===== config.mk =====
export PLATFORM = sky130hd
export DESIGN_NAME = axi_lite_traffic_master
export DESIGN_NICKNAME = d
export VERILOG_FILES = /design/src/verilog/axi_lite_pkg.sv /design/src/verilog/traffic_pkg.sv /design/src/verilog/axi_lite_traffic_master.sv /design/src/verilog/lfsr32.sv /design/src/verilog/ostd_tracker.sv /design/src/verilog/random_pacer.sv /design/src/verilog/req_issuer.sv
export VERILOG_INCLUDE_DIRS = /design/src /design/src/verilog
export SDC_FILE = /design/constraint.sdc
export NUM_CORES = 1
export LEC_CHECK = 0
export ABC_AREA = 1
export BUFFER_PORTS_ARGS = -buffer_cell sky130_fd_sc_hd__clkbuf_2
export CAP_MARGIN = 20
export CORE_AREA = 2 2 170 172
export DETAILED_ROUTE_END_ITERATION = 16
export DIE_AREA = 0 0 172 174
export PLACE_DENSITY = 0.83
export SYNTH_ARGS = -nofsm -noshare
export SYNTH_HDL_FRONTEND = slang
export SYNTH_SLANG_ARGS = --single-unit
export TNS_END_PERCENT = 5

===== constraint.sdc =====
create_clock -name aclk -period 3.6 [get_ports aclk]
set_input_delay 0.36 -clock aclk [delete_from_list [all_inputs] [get_ports aclk]]
set_output_delay 0.36 -clock aclk [all_outputs]
set_load 0.02 [all_outputs]

===== src/verilog/mst_macros.svh =====
//////////////////////////////////////////////////////////////////////
// Values are shared by RTL and testbench. Slot count must be a power
// of two for the ID counter wrap, and widths must fit one LFSR word
//////////////////////////////////////////////////////////////////////
`ifndef MST_MACROS_SVH
`define MST_MACROS_SVH

// Bus widths
`define MST_ADDR_W 8
`define MST_DATA_W 16
`define MST_ID_W 8

// Outstanding slots per direction
`define MST_OSTD_NUM 4

// First ID issued, the others follow it
`define MST_ID 16

`define MST_LFSR_KEY 32'hFFFF_FFFF
`define MST_TIMEOUT 100

`endif


===== src/verilog/axi_lite_pkg.sv =====
//////////////////////////////////////////////////////////////////////
// AXI4-lite response codes only
//////////////////////////////////////////////////////////////////////
package axi_lite_pkg;

    // Encoding follows the AXI spec
    typedef enum logic [1:0] {
        OKAY   = 2'b00,
        EXOKAY = 2'b01,
        SLVERR = 2'b10,
        DECERR = 2'b11
    } axi_resp_t;

endpackage


===== src/verilog/traffic_pkg.sv =====
//////////////////////////////////////////////////////////////////////
// Slaves must answer with exp_resp and exp_rdata for a clean run
//////////////////////////////////////////////////////////////////////
`include "mst_macros.svh"

package traffic_pkg;

    import axi_lite_pkg::*;

    // One LFSR word, seen as raw bits by pacers and as fields by issuers
    typedef union packed {
        logic [31:0] raw;
        struct packed {
            logic [7:0]             pad;
            logic [`MST_ADDR_W-1:0] addr;
            logic [`MST_DATA_W-1:0] data;
        } f;
    } lfsr_word_u;

    // Expected response code is taken from address bits 3:2
    function automatic axi_resp_t exp_resp(input logic [`MST_ADDR_W-1:0] addr);
        return axi_resp_t'(addr[3:2]);
    endfunction

    // Expected read data is the address and its inverse
    function automatic logic [`MST_DATA_W-1:0] exp_rdata(
        input logic [`MST_ADDR_W-1:0] addr
    );
        return {addr, ~addr};
    endfunction

endpackage

===== src/verilog/axi_lite_traffic_master.sv =====
//////////////////////////////////////////////////////////////////////
// AW and W are always issued together, len/burst signals are absent
//////////////////////////////////////////////////////////////////////
`include "mst_macros.svh"

module axi_lite_traffic_master import axi_lite_pkg::*, traffic_pkg::*; (
    input  logic                     aclk,
    input  logic                     aresetn,
    input  logic                     en,
    input  logic [`MST_ADDR_W-1:0]   addr_min,
    input  logic [`MST_ADDR_W-1:0]   addr_max,
    output logic                     error,
    output logic                     awvalid,
    input  logic                     awready,
    output logic [`MST_ADDR_W-1:0]   awaddr,
    output logic [`MST_ID_W-1:0]     awid,
    output logic                     wvalid,
    input  logic                     wready,
    output logic [`MST_DATA_W-1:0]   wdata,
    output logic [`MST_DATA_W/8-1:0] wstrb,
    input  logic                     bvalid,
    output logic                     bready,
    input  logic [`MST_ID_W-1:0]     bid,
    input  axi_resp_t                bresp,
    output logic                     arvalid,
    input  logic                     arready,
    output logic [`MST_ADDR_W-1:0]   araddr,
    output logic [`MST_ID_W-1:0]     arid,
    input  logic                     rvalid,
    output logic                     rready,
    input  logic [`MST_ID_W-1:0]     rid,
    input  axi_resp_t                rresp,
    input  logic [`MST_DATA_W-1:0]   rdata
);

    localparam int SLOT_W = $clog2(`MST_OSTD_NUM);

    logic                     wr_fire;
    logic                     rd_fire;
    logic [SLOT_W-1:0]        wr_slot;
    logic [SLOT_W-1:0]        rd_slot;
    logic [`MST_OSTD_NUM-1:0] wr_busy;
    logic [`MST_OSTD_NUM-1:0] rd_busy;
    lfsr_word_u               wr_word;
    lfsr_word_u               rd_word;
    logic                     wr_mismatch;
    logic                     rd_mismatch;
    logic                     wr_timed_out;
    logic                     rd_timed_out;

    //////////////////////////////////////////////////////////////////////
    // Write path
    //////////////////////////////////////////////////////////////////////

    assign wvalid = awvalid;

    req_issuer u_wr_issuer (
        .aclk (aclk), .aresetn (aresetn), .en (en),
        .ready    (awready & wready),
        .addr_min (addr_min), .addr_max (addr_max), .busy (wr_busy),
        .valid (awvalid), .fire (wr_fire), .slot (wr_slot),
        .addr (awaddr), .id (awid), .data (wdata), .strb (wstrb),
        .word (wr_word)
    );

    ostd_tracker #(.CHECK_DATA(0)) u_wr_tracker (
        .aclk (aclk), .aresetn (aresetn),
        .fire (wr_fire), .slot (wr_slot), .req_addr (awaddr), .req_id (awid),
        .rsp_fire (bvalid & bready), .rsp_id (bid), .rsp_resp (bresp),
        .rsp_data ('0),
        .busy (wr_busy), .mismatch (wr_mismatch), .timed_out (wr_timed_out)
    );

    random_pacer u_b_pacer (
        .aclk (aclk), .aresetn (aresetn),
        .fire (bvalid & bready), .word (wr_word), .strobe (bready)
    );

    //////////////////////////////////////////////////////////////////////
    // Read path
    //////////////////////////////////////////////////////////////////////

    req_issuer u_rd_issuer (
        .aclk (aclk), .aresetn (aresetn), .en (en),
        .ready    (arready),
        .addr_min (addr_min), .addr_max (addr_max), .busy (rd_busy),
        .valid (arvalid), .fire (rd_fire), .slot (rd_slot),
        .addr (araddr), .id (arid), .data (), .strb (),
        .word (rd_word)
    );

    ostd_tracker #(.CHECK_DATA(1)) u_rd_tracker (
        .aclk (aclk), .aresetn (aresetn),
        .fire (rd_fire), .slot (rd_slot), .req_addr (araddr), .req_id (arid),
        .rsp_fire (rvalid & rready), .rsp_id (rid), .rsp_resp (rresp),
        .rsp_data (rdata),
        .busy (rd_busy), .mismatch (rd_mismatch), .timed_out (rd_timed_out)
    );

    random_pacer u_r_pacer (
        .aclk (aclk), .aresetn (aresetn),
        .fire (rvalid & rready), .word (rd_word), .strobe (rready)
    );

    // Mismatch pulses for one cycle, timeout holds until release
    assign error = wr_mismatch | rd_mismatch | wr_timed_out | rd_timed_out;

endmodule


===== src/verilog/lfsr32.sv =====
//////////////////////////////////////////////////////////////////////
// Seed must be non-zero, an all-zero state never leaves zero
//////////////////////////////////////////////////////////////////////
`include "mst_macros.svh"

module lfsr32 (
    input  logic        aclk,
    input  logic        aresetn,
    input  logic        en,
    output logic [31:0] lfsr
);

    // x^32 + x^22 + x^2 + x + 1, right-shifting Galois form
    localparam logic [31:0] TAPS = 32'h8020_0003;

    logic [31:0] next;

    always_comb begin
        next = {1'b0, lfsr[31:1]};
        if (lfsr[0]) begin
            next = next ^ TAPS;
        end
    end

    always_ff @(posedge aclk or negedge aresetn) begin
        if (!aresetn) begin
            lfsr <= `MST_LFSR_KEY;
        end else if (en) begin
            lfsr <= next;
        end
    end

endmodule


===== src/verilog/ostd_tracker.sv =====
//////////////////////////////////////////////////////////////////////
// IDs of busy slots are assumed unique, as the issuer guarantees
//////////////////////////////////////////////////////////////////////
`include "mst_macros.svh"

module ostd_tracker import axi_lite_pkg::*, traffic_pkg::*; #(
    // 0 checks the response code, 1 also checks the data
    parameter int CHECK_DATA = 0
) (
    input  logic                             aclk,
    input  logic                             aresetn,
    input  logic                             fire,
    input  logic [$clog2(`MST_OSTD_NUM)-1:0] slot,
    input  logic [`MST_ADDR_W-1:0]           req_addr,
    input  logic [`MST_ID_W-1:0]             req_id,
    input  logic                             rsp_fire,
    input  logic [`MST_ID_W-1:0]             rsp_id,
    input  axi_resp_t                        rsp_resp,
    input  logic [`MST_DATA_W-1:0]           rsp_data,
    output logic [`MST_OSTD_NUM-1:0]         busy,
    output logic                             mismatch,
    output logic                             timed_out
);

    localparam int N     = `MST_OSTD_NUM;
    localparam int AGE_W = $clog2(`MST_TIMEOUT + 2);

    logic [`MST_ID_W-1:0] slot_id   [N];
    axi_resp_t            slot_resp [N];
    logic [AGE_W-1:0]     age       [N];
    logic [N-1:0]         hit;
    logic [N-1:0]         bad;
    logic [N-1:0]         data_bad;
    logic [N-1:0]         over;

    //////////////////////////////////////////////////////////////////////
    // Expectation storage
    //////////////////////////////////////////////////////////////////////

    always_ff @(posedge aclk) begin
        if (fire) begin
            slot_id[slot]   <= req_id;
            slot_resp[slot] <= exp_resp(req_addr);
        end
    end

    if (CHECK_DATA != 0) begin : g_data
        logic [`MST_DATA_W-1:0] slot_data [N];

        always_ff @(posedge aclk) begin
            if (fire) begin
                slot_data[slot] <= exp_rdata(req_addr);
            end
        end
        for (genvar i = 0; i < N; i++) begin : g_cmp
            assign data_bad[i] = slot_data[i] != rsp_data;
        end
    end else begin : g_no_data
        assign data_bad = '0;
    end

    //////////////////////////////////////////////////////////////////////
    // Release, check and age
    //////////////////////////////////////////////////////////////////////

    for (genvar i = 0; i < N; i++) begin : g_slot
        assign hit[i]  = rsp_fire && busy[i] && slot_id[i] == rsp_id;
        assign bad[i]  = (slot_resp[i] != rsp_resp) || data_bad[i];
        assign over[i] = busy[i] && age[i] > AGE_W'(`MST_TIMEOUT);

        always_ff @(posedge aclk or negedge aresetn) begin
            if (!aresetn) begin
                busy[i] <= 1'b0;
                age[i]  <= '0;
            end else begin
                if (fire && slot == i) begin
                    busy[i] <= 1'b1;
                end else if (hit[i]) begin
                    busy[i] <= 1'b0;
                end
                // Saturates one past the limit
                if (!busy[i] || hit[i]) begin
                    age[i] <= '0;
                end else if (!over[i]) begin
                    age[i] <= age[i] + 1'b1;
                end
            end
        end
    end

    always_ff @(posedge aclk or negedge aresetn) begin
        if (!aresetn) begin
            mismatch <= 1'b0;
        end else begin
            mismatch <= |(hit & bad);
        end
    end

    assign timed_out = |over;

    // Issuer must wait for a free slot before its handshake
    a_no_overwrite : assert property (
        @(posedge aclk) disable iff (!aresetn)
        fire |-> !busy[slot]
    );

endmodule


===== src/verilog/random_pacer.sv =====
//////////////////////////////////////////////////////////////////////
// Strobe stays high until fire, so it suits valid and ready alike
//////////////////////////////////////////////////////////////////////
module random_pacer import traffic_pkg::*; (
    input  logic       aclk,
    input  logic       aresetn,
    input  logic       fire,
    input  lfsr_word_u word,
    output logic       strobe
);

    logic [31:0] hold;

    assign strobe = hold[0];

    // Zero bits delay the strobe, the first set bit raises it
    always_ff @(posedge aclk or negedge aresetn) begin
        if (!aresetn) begin
            hold <= '0;
        end else if (fire || hold == '0) begin
            hold <= word.raw;
        end else if (!strobe) begin
            hold <= hold >> 1;
        end
    end

    // The LFSR feeding this pacer never produces a zero word
    a_hold_reloads : assert property (
        @(posedge aclk) disable iff (!aresetn)
        hold == '0 |=> hold != '0
    );

endmodule


===== src/verilog/req_issuer.sv =====
//////////////////////////////////////////////////////////////////////
// addr_min and addr_max are taken as static with addr_min <= addr_max
//////////////////////////////////////////////////////////////////////
`include "mst_macros.svh"

module req_issuer import traffic_pkg::*; (
    input  logic                            aclk,
    input  logic                            aresetn,
    input  logic                            en,
    input  logic                            ready,
    input  logic [`MST_ADDR_W-1:0]          addr_min,
    input  logic [`MST_ADDR_W-1:0]          addr_max,
    input  logic [`MST_OSTD_NUM-1:0]        busy,
    output logic                            valid,
    output logic                            fire,
    output logic [$clog2(`MST_OSTD_NUM)-1:0] slot,
    output logic [`MST_ADDR_W-1:0]          addr,
    output logic [`MST_ID_W-1:0]            id,
    output logic [`MST_DATA_W-1:0]          data,
    output logic [`MST_DATA_W/8-1:0]        strb,
    output lfsr_word_u                      word
);

    logic                   pending;
    logic                   strobe;
    logic [`MST_ADDR_W-1:0] clamped;

    assign valid = pending;
    assign fire  = pending & ready;

    // The LFSR only steps on a handshake, so the payload holds while waiting
    lfsr32 u_lfsr (
        .aclk    (aclk),
        .aresetn (aresetn),
        .en      (fire),
        .lfsr    (word)
    );

    random_pacer u_pacer (
        .aclk    (aclk),
        .aresetn (aresetn),
        .fire    (fire),
        .word    (word),
        .strobe  (strobe)
    );

    // Clamp into the window, then force 4-byte alignment
    assign clamped = (word.f.addr > addr_max) ? addr_max :
                     (word.f.addr < addr_min) ? addr_min : word.f.addr;
    assign addr = {clamped[`MST_ADDR_W-1:2], 2'b00};

    assign id   = `MST_ID_W'(`MST_ID) + `MST_ID_W'(slot);
    assign data = word.f.data;
    assign strb = word.f.data[`MST_DATA_W/8-1:0];

    always_ff @(posedge aclk or negedge aresetn) begin
        if (!aresetn) begin
            pending <= 1'b0;
            slot    <= '0;
        end else begin
            if (fire) begin
                pending <= 1'b0;
            end else if (strobe && en && !busy[slot]) begin
                pending <= 1'b1;
            end
            // ID counter wraps over the slot count
            if (fire) begin
                slot <= slot + 1'b1;
            end
        end
    end

    a_valid_stable : assert property (
        @(posedge aclk) disable iff (!aresetn)
        valid && !ready |=> valid && $stable(addr) && $stable(id)
    );

endmodule


==> flow_summary_export.csv, run 1 <==
group,metric,value,unit
layout,layout_commonest_cell,"nand2_1",
global_route,grt_antenna_before_repair,1,
layout,diodes,0,
floorplanning,io_pins,116,
setup_path,cp-end-kind,"output pin",
floorplanning,num_rows,62,
synth,avgSynthCellArea,7.831,µm²
global_route,grt_max_degree,116,
placement,post-place-ws,862.6,ps
placement,port_buffers,99,
timing,grt_setup_unrepaired,"false",
global_route,grt_pass1_wl,69.13,mm
floorplanning,die_h,174,µm
drt,drc,0,
synth,synth_edf_count,72,
clocking,cts_root_buffer,"clkbuf_16",
global_route,grt_usage,28.43,%
clocking,cts_buffers,37,
setup_path,start_kind,"flip-flop",
clocking,cts_htree_levels,2,
synth,synth_cells,2324,
layout,mostFrequentLayoutCells,"nand2_1, inv_1, nor2_1",
run,drv_cap,0,
setup_path,cp_max_fo,13,
timing,hold_ws,62.21,ps
timing,hold_viol,0,
clocking,clk_pin_slew_worst_paths,60,ps
synth,ys_async_sr_fraction,78.57,%
min_path,holdPathStages,2,
timing,clock.fmax,308.2,MHz
timing,worst_slew_pin_slew,974.3,ps
power,leakagePower,9.977,nW
drt,firstDrtPassIters,8,
setup_path,path_class,"reg -> out",
floorplanning,die_w,172,µm
placement,post-dp-hpwl,28.64,mm
min_path,min_from,"arready",
timing,setup_ws,355.3,ps
synth,syn_area,18200,µm²
global_route,grt_pass1_vias,14416,
power,vdd_ir_drop_max,0.4376,mV
drt,antenna_left,0,
drt,viasPerCell,5.476,
synth,yosysTopAreaCell,"dfrtp_1",
drt,drt_iter0_drc,1191,
synth,synthTopCellsByArea,"dfrtp_1, nand2_1, edfxtp_1",
synth,ys_seq_area_share,48.62,%
timing,period_needed,3245,ps
setup_path,rr_endpoint,"u_rd_tracker.g_data.slot_data[0][11]",
timing,tns,0,ps
synth,yosys.cell_types.count,43,
layout,nets,2490,
clocking,clock_latency,530,ps
layout,syn2layout_area_growth,10.49,%
clocking,cts_tree,"built",
status,status,"finished clean",
floorplanning,start_util,64.45,%
synth,yosysTopAreaCellShare,27.50,%
clocking,cts_max_path_buffers,3,
power,powerDensity,785.4,nW/µm²
placement,placedCellCount,2718,
timing,skew,17.58,ps
drt,wl_per_cell,14.98,µm
synth,yosys_warnings,0,
setup_path,required,3240,ps
timing,setup_viol,0,
placement,gp_congestion,0.8743,
floorplanning,dieArea,29930,µm²
drt,wl,41.77,mm
drt,route.met2.wl,19.93,mm
timing,final_max_slew_viol_count,0,
timing,slew_headroom,34.98,%
setup_path,reg2reg_from,"u_rd_issuer.u_lfsr.lfsr[17]",
layout,stdcell_count,2789,
setup_path,r2r_cells,9,
clocking,postCtsSetupBuffers,0,
setup_path,worstPathArrival,2880,ps
clocking,clkSinkCount,336,
power,p_total,15.79,mW
drt,wl_met1,18.69,mm
min_path,hold_class,"in -> reg",
setup_path,rrSetupSlack,1230,ps
timing,post-route-period-util,90.13,%
floorplanning,core-area,28240,µm²
min_path,hold_end,"u_rd_issuer.valid",
synth,synth_top_flop_cell,"dfrtp_1",
drt,maxUsedRoutingLayer,"met4",
global_route,grt_overflow,0,
drt,wl_met3,2.173,mm
drt,vias,15273,
synth,synth_seq_cells,336,
layout,drive_gt1_share,13.01,%
repair_timing:
action,in CTS,in global routing
resized for setup,0,0
hold buffers,1,0
hold endpoints to repair,75,0
where the power goes:
group	internal, mW	switching [mW]
Combinational	1.93	3.55
Clock	2.36	1.55
Sequential	5.30	1.10
Total	9.59	6.20
cells in the mapped netlist, types with 2 or more instances:
cell type / number
nand2_1: 714
and3_1: 4
nor3_1: 30
nand2_2: 2
clkinv_1: 2
dfstp_2: 64
mux2i_1: 17
nor2_2: 7
buf_1: 20
buf_4: 41
nor2_1: 204
ha_1: 54
nand3_1: 193
o2111ai_1: 2
edfxtp_1: 72
inv_1: 242
inv_2: 46
xnor2_1: 23
nand3b_1: 5
nand4_2: 2
xor2_1: 20
o21ai_0: 24
a21oi_1: 73
o21ai_1: 77
o21a_1: 4
clkbuf_1: 42
or2_0: 2
conb_1: 2
buf_2: 20
dfrtp_1: 200
nand4_1: 104
cells by family after synthesis:
family,share of synthesized area [%]
flops,48.62
buf+inv,9.563
mux,0.9349
fa+ha+maj,3.712
xor+xnor,2.159
simple gates,29.71
other cells,0.04126
compound gates,5.259
layer usage:
| layer | global-route usage (%) | vias up |
|---|---|---|
| li1 | - | 7510 |
| met1 | 40.18 | 7248 |
| met2 | 46.37 | 440 |
| met3 | 3.643 | 75 |
| met4 | 8.228 | 0 |
| met5 | 0 | - |
worst max-delay path, stage by stage, from the launching register on:
cell	delay [ps]
dfstp_2	600
ha_1	260
a21oi_1	150
o21a_1	390
nand2_1	330
nand2_1	130
nand3_1	90
nand2_1	200
clkbuf_2	210
flip-flops by register name, summed over array words and instances, names as in the netlist, 28 cells and up:
register / count
u_wr_issuer.u_pacer.hold: 32
u_rd_issuer.u_lfsr.lfsr: 32
u_wr_issuer.u_lfsr.lfsr: 32
u_r_pacer.hold: 32
u_b_pacer.hold: 32
u_rd_tracker.age: 28
u_rd_issuer.u_pacer.hold: 32
u_rd_tracker.g_data.slot_data: 44
u_wr_tracker.age: 28
worst max-delay path by stage:
stage	from	endpoint	cells after the start
global route	u_rd_issuer.u_lfsr.lfsr[23]	araddr[6]	8
finish	u_rd_issuer.u_lfsr.lfsr[23]	araddr[6]	8
CTS	u_rd_issuer.u_lfsr.lfsr[23]	araddr[3]	8
floorplan	u_rd_issuer.u_lfsr.lfsr[23]	araddr[2]	8
detailed placement	addr_min[7]	araddr[3]	10
global placement	addr_min[7]	araddr[3]	10
per-stage QoR:
step / util (%) / cell area, µm²
after floorplan: - / 18250
after global placement: 66.50 / 18780
after detailed placement: 66.50 / 18780
after CTS: 71.02 / 20050
after global routing: 71.22 / 20110
final: 71.22 / 20110
layout make-up:
cell class | instances | area (µm²)
clock buffer | 51 | 1101
clock inverter | 17 | 165.2
fill | 2206 | 8128
inverter | 290 | 1089
multi-input combinational | 1588 | 7684
sequential | 336 | 8850
tap | 384 | 480.5
timing repair buffer | 123 | 740.7
(Power assumes the default switching activity.)
==> run 2, diff against run 1 <==
--- a/config.mk
+++ b/config.mk
@@ -11,6 +11,6 @@
 export CAP_MARGIN = 20
-export CORE_AREA = 2 2 170 172
+export CORE_AREA = 2 2 195 149
 export DETAILED_ROUTE_END_ITERATION = 16
-export DIE_AREA = 0 0 172 174
-export PLACE_DENSITY = 0.83
+export DIE_AREA = 0 0 197 151
+export PLACE_DENSITY = 0.84
 export SYNTH_ARGS = -nofsm -noshare
==> constraint.sdc (replaced) <==
create_clock -name aclk -period 3.6 [get_ports aclk]
set_input_delay 0.18 -clock aclk [delete_from_list [all_inputs] [get_ports aclk]]
set_output_delay 0.18 -clock aclk [all_outputs]
set_load 0.02 [all_outputs]
==> run 2 against run 1 <==
Effect of this change: power shrank 2.1%; flip-flop and latch count is the same; register-to-register slack lost 30 ps; largest cell class unchanged; critical path depth is the same.
==> flow_summary_export.csv, run 2 (synthesis gave the netlist of run 1 again) <==
group,metric,value,unit
clocking,clkSinkCount,336,
floorplanning,die_h,151,µm
global_route,grt_pass1_wl,70.90,mm
floorplanning,io_pins,116,
timing,setup_viol,0,
floorplanning,start_util,65.66,%
drt,firstDrtPassIters,6,
timing,worst_slew_pin_slew,966.4,ps
layout,final_core_util,71.72,%
drt,antenna_left,0,
drt,drt_iter0_drc,1508,
layout,nFillCells,2116,
clocking,cts_buffers,34,
timing,period_needed,3116,ps
global_route,grt_pass1_vias,14302,
global_route,grt_usage,29.64,%
floorplanning,dieArea,29750,µm²
global_route,grt_max_degree,101,
layout,top_register,"u_rd_tracker.g_data.slot_data",
setup_path,required,3420,ps
floorplanning,die_w,197,µm
timing,clock.fmax,320.9,MHz
setup_path,cp_max_fo,13,
clocking,cts_max_path_buffers,3,
status,status,"finished clean",
global_route,grt_antenna_before_repair,3,
run,drv_cap,0,
setup_path,rrSetupSlack,1200,ps
global_route,grt_overflow,0,
power,powerDensity,777.7,nW/µm²
power,power_frac_comb,35.4,%
layout,design_area,19880,µm²
drt,vias,15409,
placement,gp_congestion,0.8861,
power,p_seq_share,41.8,%
placement,port_buffers,99,
setup_path,rr_endpoint,"u_rd_tracker.g_data.slot_data[0][12]",
layout,syn2layout_area_growth,9.226,%
setup_path,crit_start,"u_rd_issuer.u_lfsr.lfsr[23]",
setup_path,r2r_cells,7,
setup_path,cp-end-kind,"output pin",
placement,post-dp-hpwl,29.68,mm
setup_path,start_kind,"flip-flop",
setup_path,reg2reg_from,"u_rd_issuer.u_lfsr.lfsr[23]",
timing,hold_viol,0,
setup_path,path_class,"reg -> out",
power,p_sw_share,40.10,%
floorplanning,num_rows,53,
timing,final_max_slew_viol_count,0,
setup_path,crit_end,"araddr[6]",
layout,layout_commonest_cell,"nand2_1",
setup_path,worstPathArrival,2940,ps
timing,setup_ws,483.6,ps
timing,tns,0,ps
power,power_switching,6.200,mW
placement,place_area,18740,µm²
clocking,clock_latency,530,ps
clocking,cts_root_buffer,"clkbuf_16",
drt,drc,0,
timing,slew_headroom,35.50,%
power,p_int,9.260,mW
clocking,clk_pin_slew_worst_paths,60,ps
layout,drive_gt1_share,12.56,%
timing,grt_setup_unrepaired,"false",
floorplanning,core-area,27720,µm²
power,leakagePower,9.874,nW
timing,skew,19.81,ps
min_path,hold_class,"in -> reg",
drt,wl,43.20,mm
power,clkPwrFrac,22.8,%
timing,post-route-period-util,86.57,%
placement,placedCellCount,2691,
clocking,postCtsResizedCells,0,
layout,stdcell_count,2757,
layout,mostFrequentLayoutCells,"nand2_1, inv_1, nor2_1",
clocking,cts_htree_levels,2,
clocking,cts_tree,"built",
placement,post-place-ws,1107,ps
layout,nets,2487,
drt,viasPerCell,5.589,
layout,largest_reg_flops,44,
drt,wl_per_cell,15.67,µm
power,vdd_ir_drop_max,0.4908,mV
run 2: changes by cell type in the layout (fill, tap and decap cells not counted), sizes merged:
cell / delta
bufinv: -1
clkbuf: -2
buf: -2
dlygate4sd3: +2
diode: +3
clkinv: -5
run 2: per-layer routing:
layer / share of wire, % / vias up / routed length [µm] / track usage, %
met3: 7.6 / 51 / 3264 / 5.144
met2: 46 / 572 / 20000 / 47.26
met1: 45 / 7265 / 19350 / 42.90
met5: 0.030 / - / 13 / 0
met4: 1.3 / 2 / 566 / 6.729
li1: - / 7519 / - / -
run 2: critical path, cell delays in order, from the launching register on:
cell and delay (ps):
dfstp_2 610, ha_1 260, a21oi_1 150, o21a_1 380
nand2_1 340, nand2_1 140, nand3_1 90, nand2_1 220
clkbuf_2 210
run 2: how the worst min path moves through the flow:
stage,startpoint,to,slack (ps),cells after the start
final,wready,u_wr_issuer.u_lfsr.lfsr[22],60,3
after global routing,wready,u_wr_issuer.u_lfsr.lfsr[22],60,3
after CTS,wready,u_wr_issuer.u_lfsr.lfsr[22],40,3
after detailed placement,aresetn,u_rd_tracker.age[21],250,1
after global placement,aresetn,u_rd_tracker.age[21],250,1
after floorplan,aresetn,u_b_pacer.hold[0],-120,0
run 2: repair_timing:
item,CTS,global route
hold buffers,3,0
endpoints found under the hold margin,74,0
setup buffers,0,0
run 2: metrics by stage:
step,total power [mW],hold WS (ps)
final,15.46,57.27
after global routing,16.54,55.29
after CTS,15.43,38.54
after detailed placement,11.84,252.5
after global placement,11.55,248.9
after floorplan,10.36,-115.6
run 2: power groups by stage:
stage / Sequential (mW) / Combinational, mW / Clock [mW]
after CTS: 6.41 / 5.45 / 3.56
after detailed placement: 6.45 / 5.39 / 0
after floorplan: 6.15 / 4.21 / 0
after global routing: 6.59 / 6.23 / 3.72
final: 6.45 / 5.48 / 3.53
after global placement: 6.39 / 5.16 / 0
run 2: layout make-up:
type | instances | area, µm² | area share [%]
clock inverters | 11 | 108.9 | 0.5476
repair buffers | 123 | 705.7 | 3.550
multi-input cells | 1588 | 7684 | 38.65
inverters | 290 | 1089 | 5.476
clock buffers | 49 | 988.4 | 4.972
flip-flops and latches | 336 | 8850 | 44.52
diodes | 3 | 7.507 | 0.03776
well taps | 357 | 446.7 | 2.247
==> run 3, diff against run 2 <==
BUFFER_PORTS_ARGS = default   (was -buffer_cell sky130_fd_sc_hd__clkbuf_2)
CORE_AREA = 2 2 190 145   (was 2 2 195 149)
CTS_BUF_LIST = sky130_fd_sc_hd__clkbuf_4 sky130_fd_sc_hd__clkbuf_8   (was default)
DIE_AREA = 0 0 192 147   (was 0 0 197 151)
DONT_BUFFER_PORTS = 1   (was default)
==> run 3 against run 2 <==
Effect of this change: the flow now finishes with violations (negative hold slack); power is 3.2% lower; critical path type is now reg -> reg; cell count is 2.3% lower; critical endpoint is now u_wr_tracker.mismatch; global-route usage is 1.0 points higher; worst hold slack worse by 740 ps; core utilization is 1.5 points higher.
==> flow_summary_export.csv, run 3 (synthesis gave the netlist of run 1 again) <==
group,metric,value,unit
layout,largest_reg_flops,44,
clocking,cts_max_path_buffers,3,
placement,post-place-ws,1119,ps
setup_path,start_kind,"flip-flop",
placement,gp_congestion,0.9228,
clocking,clk_pin_slew_worst_paths,60,ps
run,drv_cap,0,
clocking,cts_buffers,52,
clocking,clkSinkCount,336,
timing,setup_ws,183.6,ps
clocking,postCtsSetupBuffers,0,
power,p_total,14.97,mW
layout,mostFrequentLayoutCells,"nand2_1, inv_1, nor2_1",
timing,hold_ws,-685.8,ps
power,clkPwrFrac,22.4,%
clocking,cts_htree_levels,2,
global_route,grt_pass1_wl,69.94,mm
timing,tns,0,ps
clocking,postCtsResizedCells,0,
placement,port_buffers,0,
timing,hold_viol,264,
drt,wl_per_cell,15.90,µm
floorplanning,die_w,192,µm
layout,top_register,"u_rd_tracker.g_data.slot_data",
placement,post-dp-hpwl,29.32,mm
placement,placedCellCount,2581,
clocking,clock_latency,600,ps
floorplanning,start_util,68.56,%
power,powerDensity,770.4,nW/µm²
drt,wl,42.82,mm
floorplanning,num_rows,52,
power,p_int,8.921,mW
power,power_frac_comb,33.5,%
layout,syn2layout_area_growth,6.772,%
clocking,ctsHoldBuffers,14,
timing,grt_setup_unrepaired,"false",
timing,slew_headroom,28.37,%
setup_path,path_class,"reg -> reg",
drt,drc,0,
setup_path,required,4120,ps
timing,setup_viol,0,
clocking,cts_tree,"built",
timing,clock.fmax,292.7,MHz
layout,layout_commonest_cell,"nand2_1",
floorplanning,die_h,147,µm
timing,final_max_slew_viol_count,0,
global_route,grt_pass1_vias,14294,
layout,drive_gt1_share,10.29,%
drt,firstDrtPassIters,6,
layout,final_core_util,73.20,%
layout,nets,2412,
setup_path,cp-end-kind,"flip-flop",
global_route,grt_usage,30.68,%
power,leakagePower,9.521,nW
power,power_switching,6.050,mW
floorplanning,io_pins,116,
drt,vias,15187,
global_route,grt_antenna_before_repair,1,
timing,post-route-period-util,94.90,%
status,violations,"negative hold slack",
drt,drt_iter0_drc,1578,
floorplanning,core-area,26550,µm²
timing,worst_slew_pin_slew,1072,ps
global_route,grt_overflow,0,
clocking,cts_root_buffer,"clkbuf_8",
power,p_sw_share,40.41,%
floorplanning,dieArea,28220,µm²
power,p_seq_share,44.1,%
drt,viasPerCell,5.637,
global_route,grt_max_degree,265,
layout,stdcell_count,2694,
setup_path,cp_max_fo,12,
timing,skew,24.47,ps
power,vdd_ir_drop_max,0.4915,mV
timing,period_needed,3416,ps
setup_path,worstPathArrival,3930,ps
min_path,hold_class,"in -> async",
drt,antenna_left,0,
status,status,"finished with violations",
-- run 3: cell count changes in the layout (fill, tap and decap cells not counted), sizes merged --
| cell | delta |
|---|---|
| clkbuf | -56 |
| buf | -6 |
| clkinvlp | +2 |
| inv | -1 |
| clkinv | -3 |
| diode | -2 |
| bufinv | -2 |
| dlygate4sd3 | +11 |
-- run 3: final timing paths --
path,slack [ps],cells past startpoint,to,startpoint
setup / recovery,180,11,u_wr_tracker.mismatch,u_b_pacer.hold[0]
hold / removal,-690,0,u_rd_tracker.age[21],aresetn
setup reg to reg,180,11,u_wr_tracker.mismatch,u_b_pacer.hold[0]
hold reg to reg,480,2,u_rd_issuer.u_lfsr.lfsr[29],u_rd_issuer.u_lfsr.lfsr[29]
max in group asynchronous,3700,0,u_r_pacer.hold[23],aresetn
min in group aclk,40,8,u_rd_tracker.mismatch,rdata[2]
-- run 3: power by group through the flow --
stage / Clock [mW] / Combinational, mW / Sequential (mW)
6_report: 3.36 / 5.02 / 6.60
2_1_floorplan: 0 / 4.21 / 6.15
3_5_place_dp: 0 / 4.93 / 6.61
5_1_grt: 3.58 / 5.71 / 6.75
3_3_place_gp: 0 / 4.68 / 6.56
4_1_cts: 3.40 / 4.98 / 6.56
-- run 3: layout make-up --
class | count | area [µm²]
Antenna cell | 1 | 2.502
Clock buffer | 91 | 1071
Inverter | 290 | 1089
Multi-Input combinational cell | 1588 | 7684
Fill cell | 1944 | 7113
Tap cell | 351 | 439.2
Timing Repair Buffer | 30 | 260.3
Clock inverter | 7 | 38.79
Sequential cell | 336 | 8848
-- run 3: worst max-delay path, cell delays in order, from the launching register on --
cell and delay (ps):
dfrtp_1 660, nand2_1 260, inv_2 110, nand2_1 60
nor2_2 170, nand3_1 120, a21oi_1 150, dlygate4sd3_1 570
nor2_1 40, dlygate4sd3_1 550, nand2_1 70, dlygate4sd3_1 560
-- run 3: through the flow --
step,hold slack (ps),area (µm²)
after floorplan,-115.6,18250
after global placement,-89.46,18180
after detailed placement,-89.06,18180
after CTS,-720.8,19430
after global routing,-719.8,19430
final,-685.8,19430
-- run 3: routing by layer --
metal	track usage [%]	share of wire, %	vias to the layer above
li1	-	-	7357
met1	44.02	43	7174
met2	47.36	45	572
met3	6.546	9.0	84
met4	9.160	2.5	0
met5	0	0	-
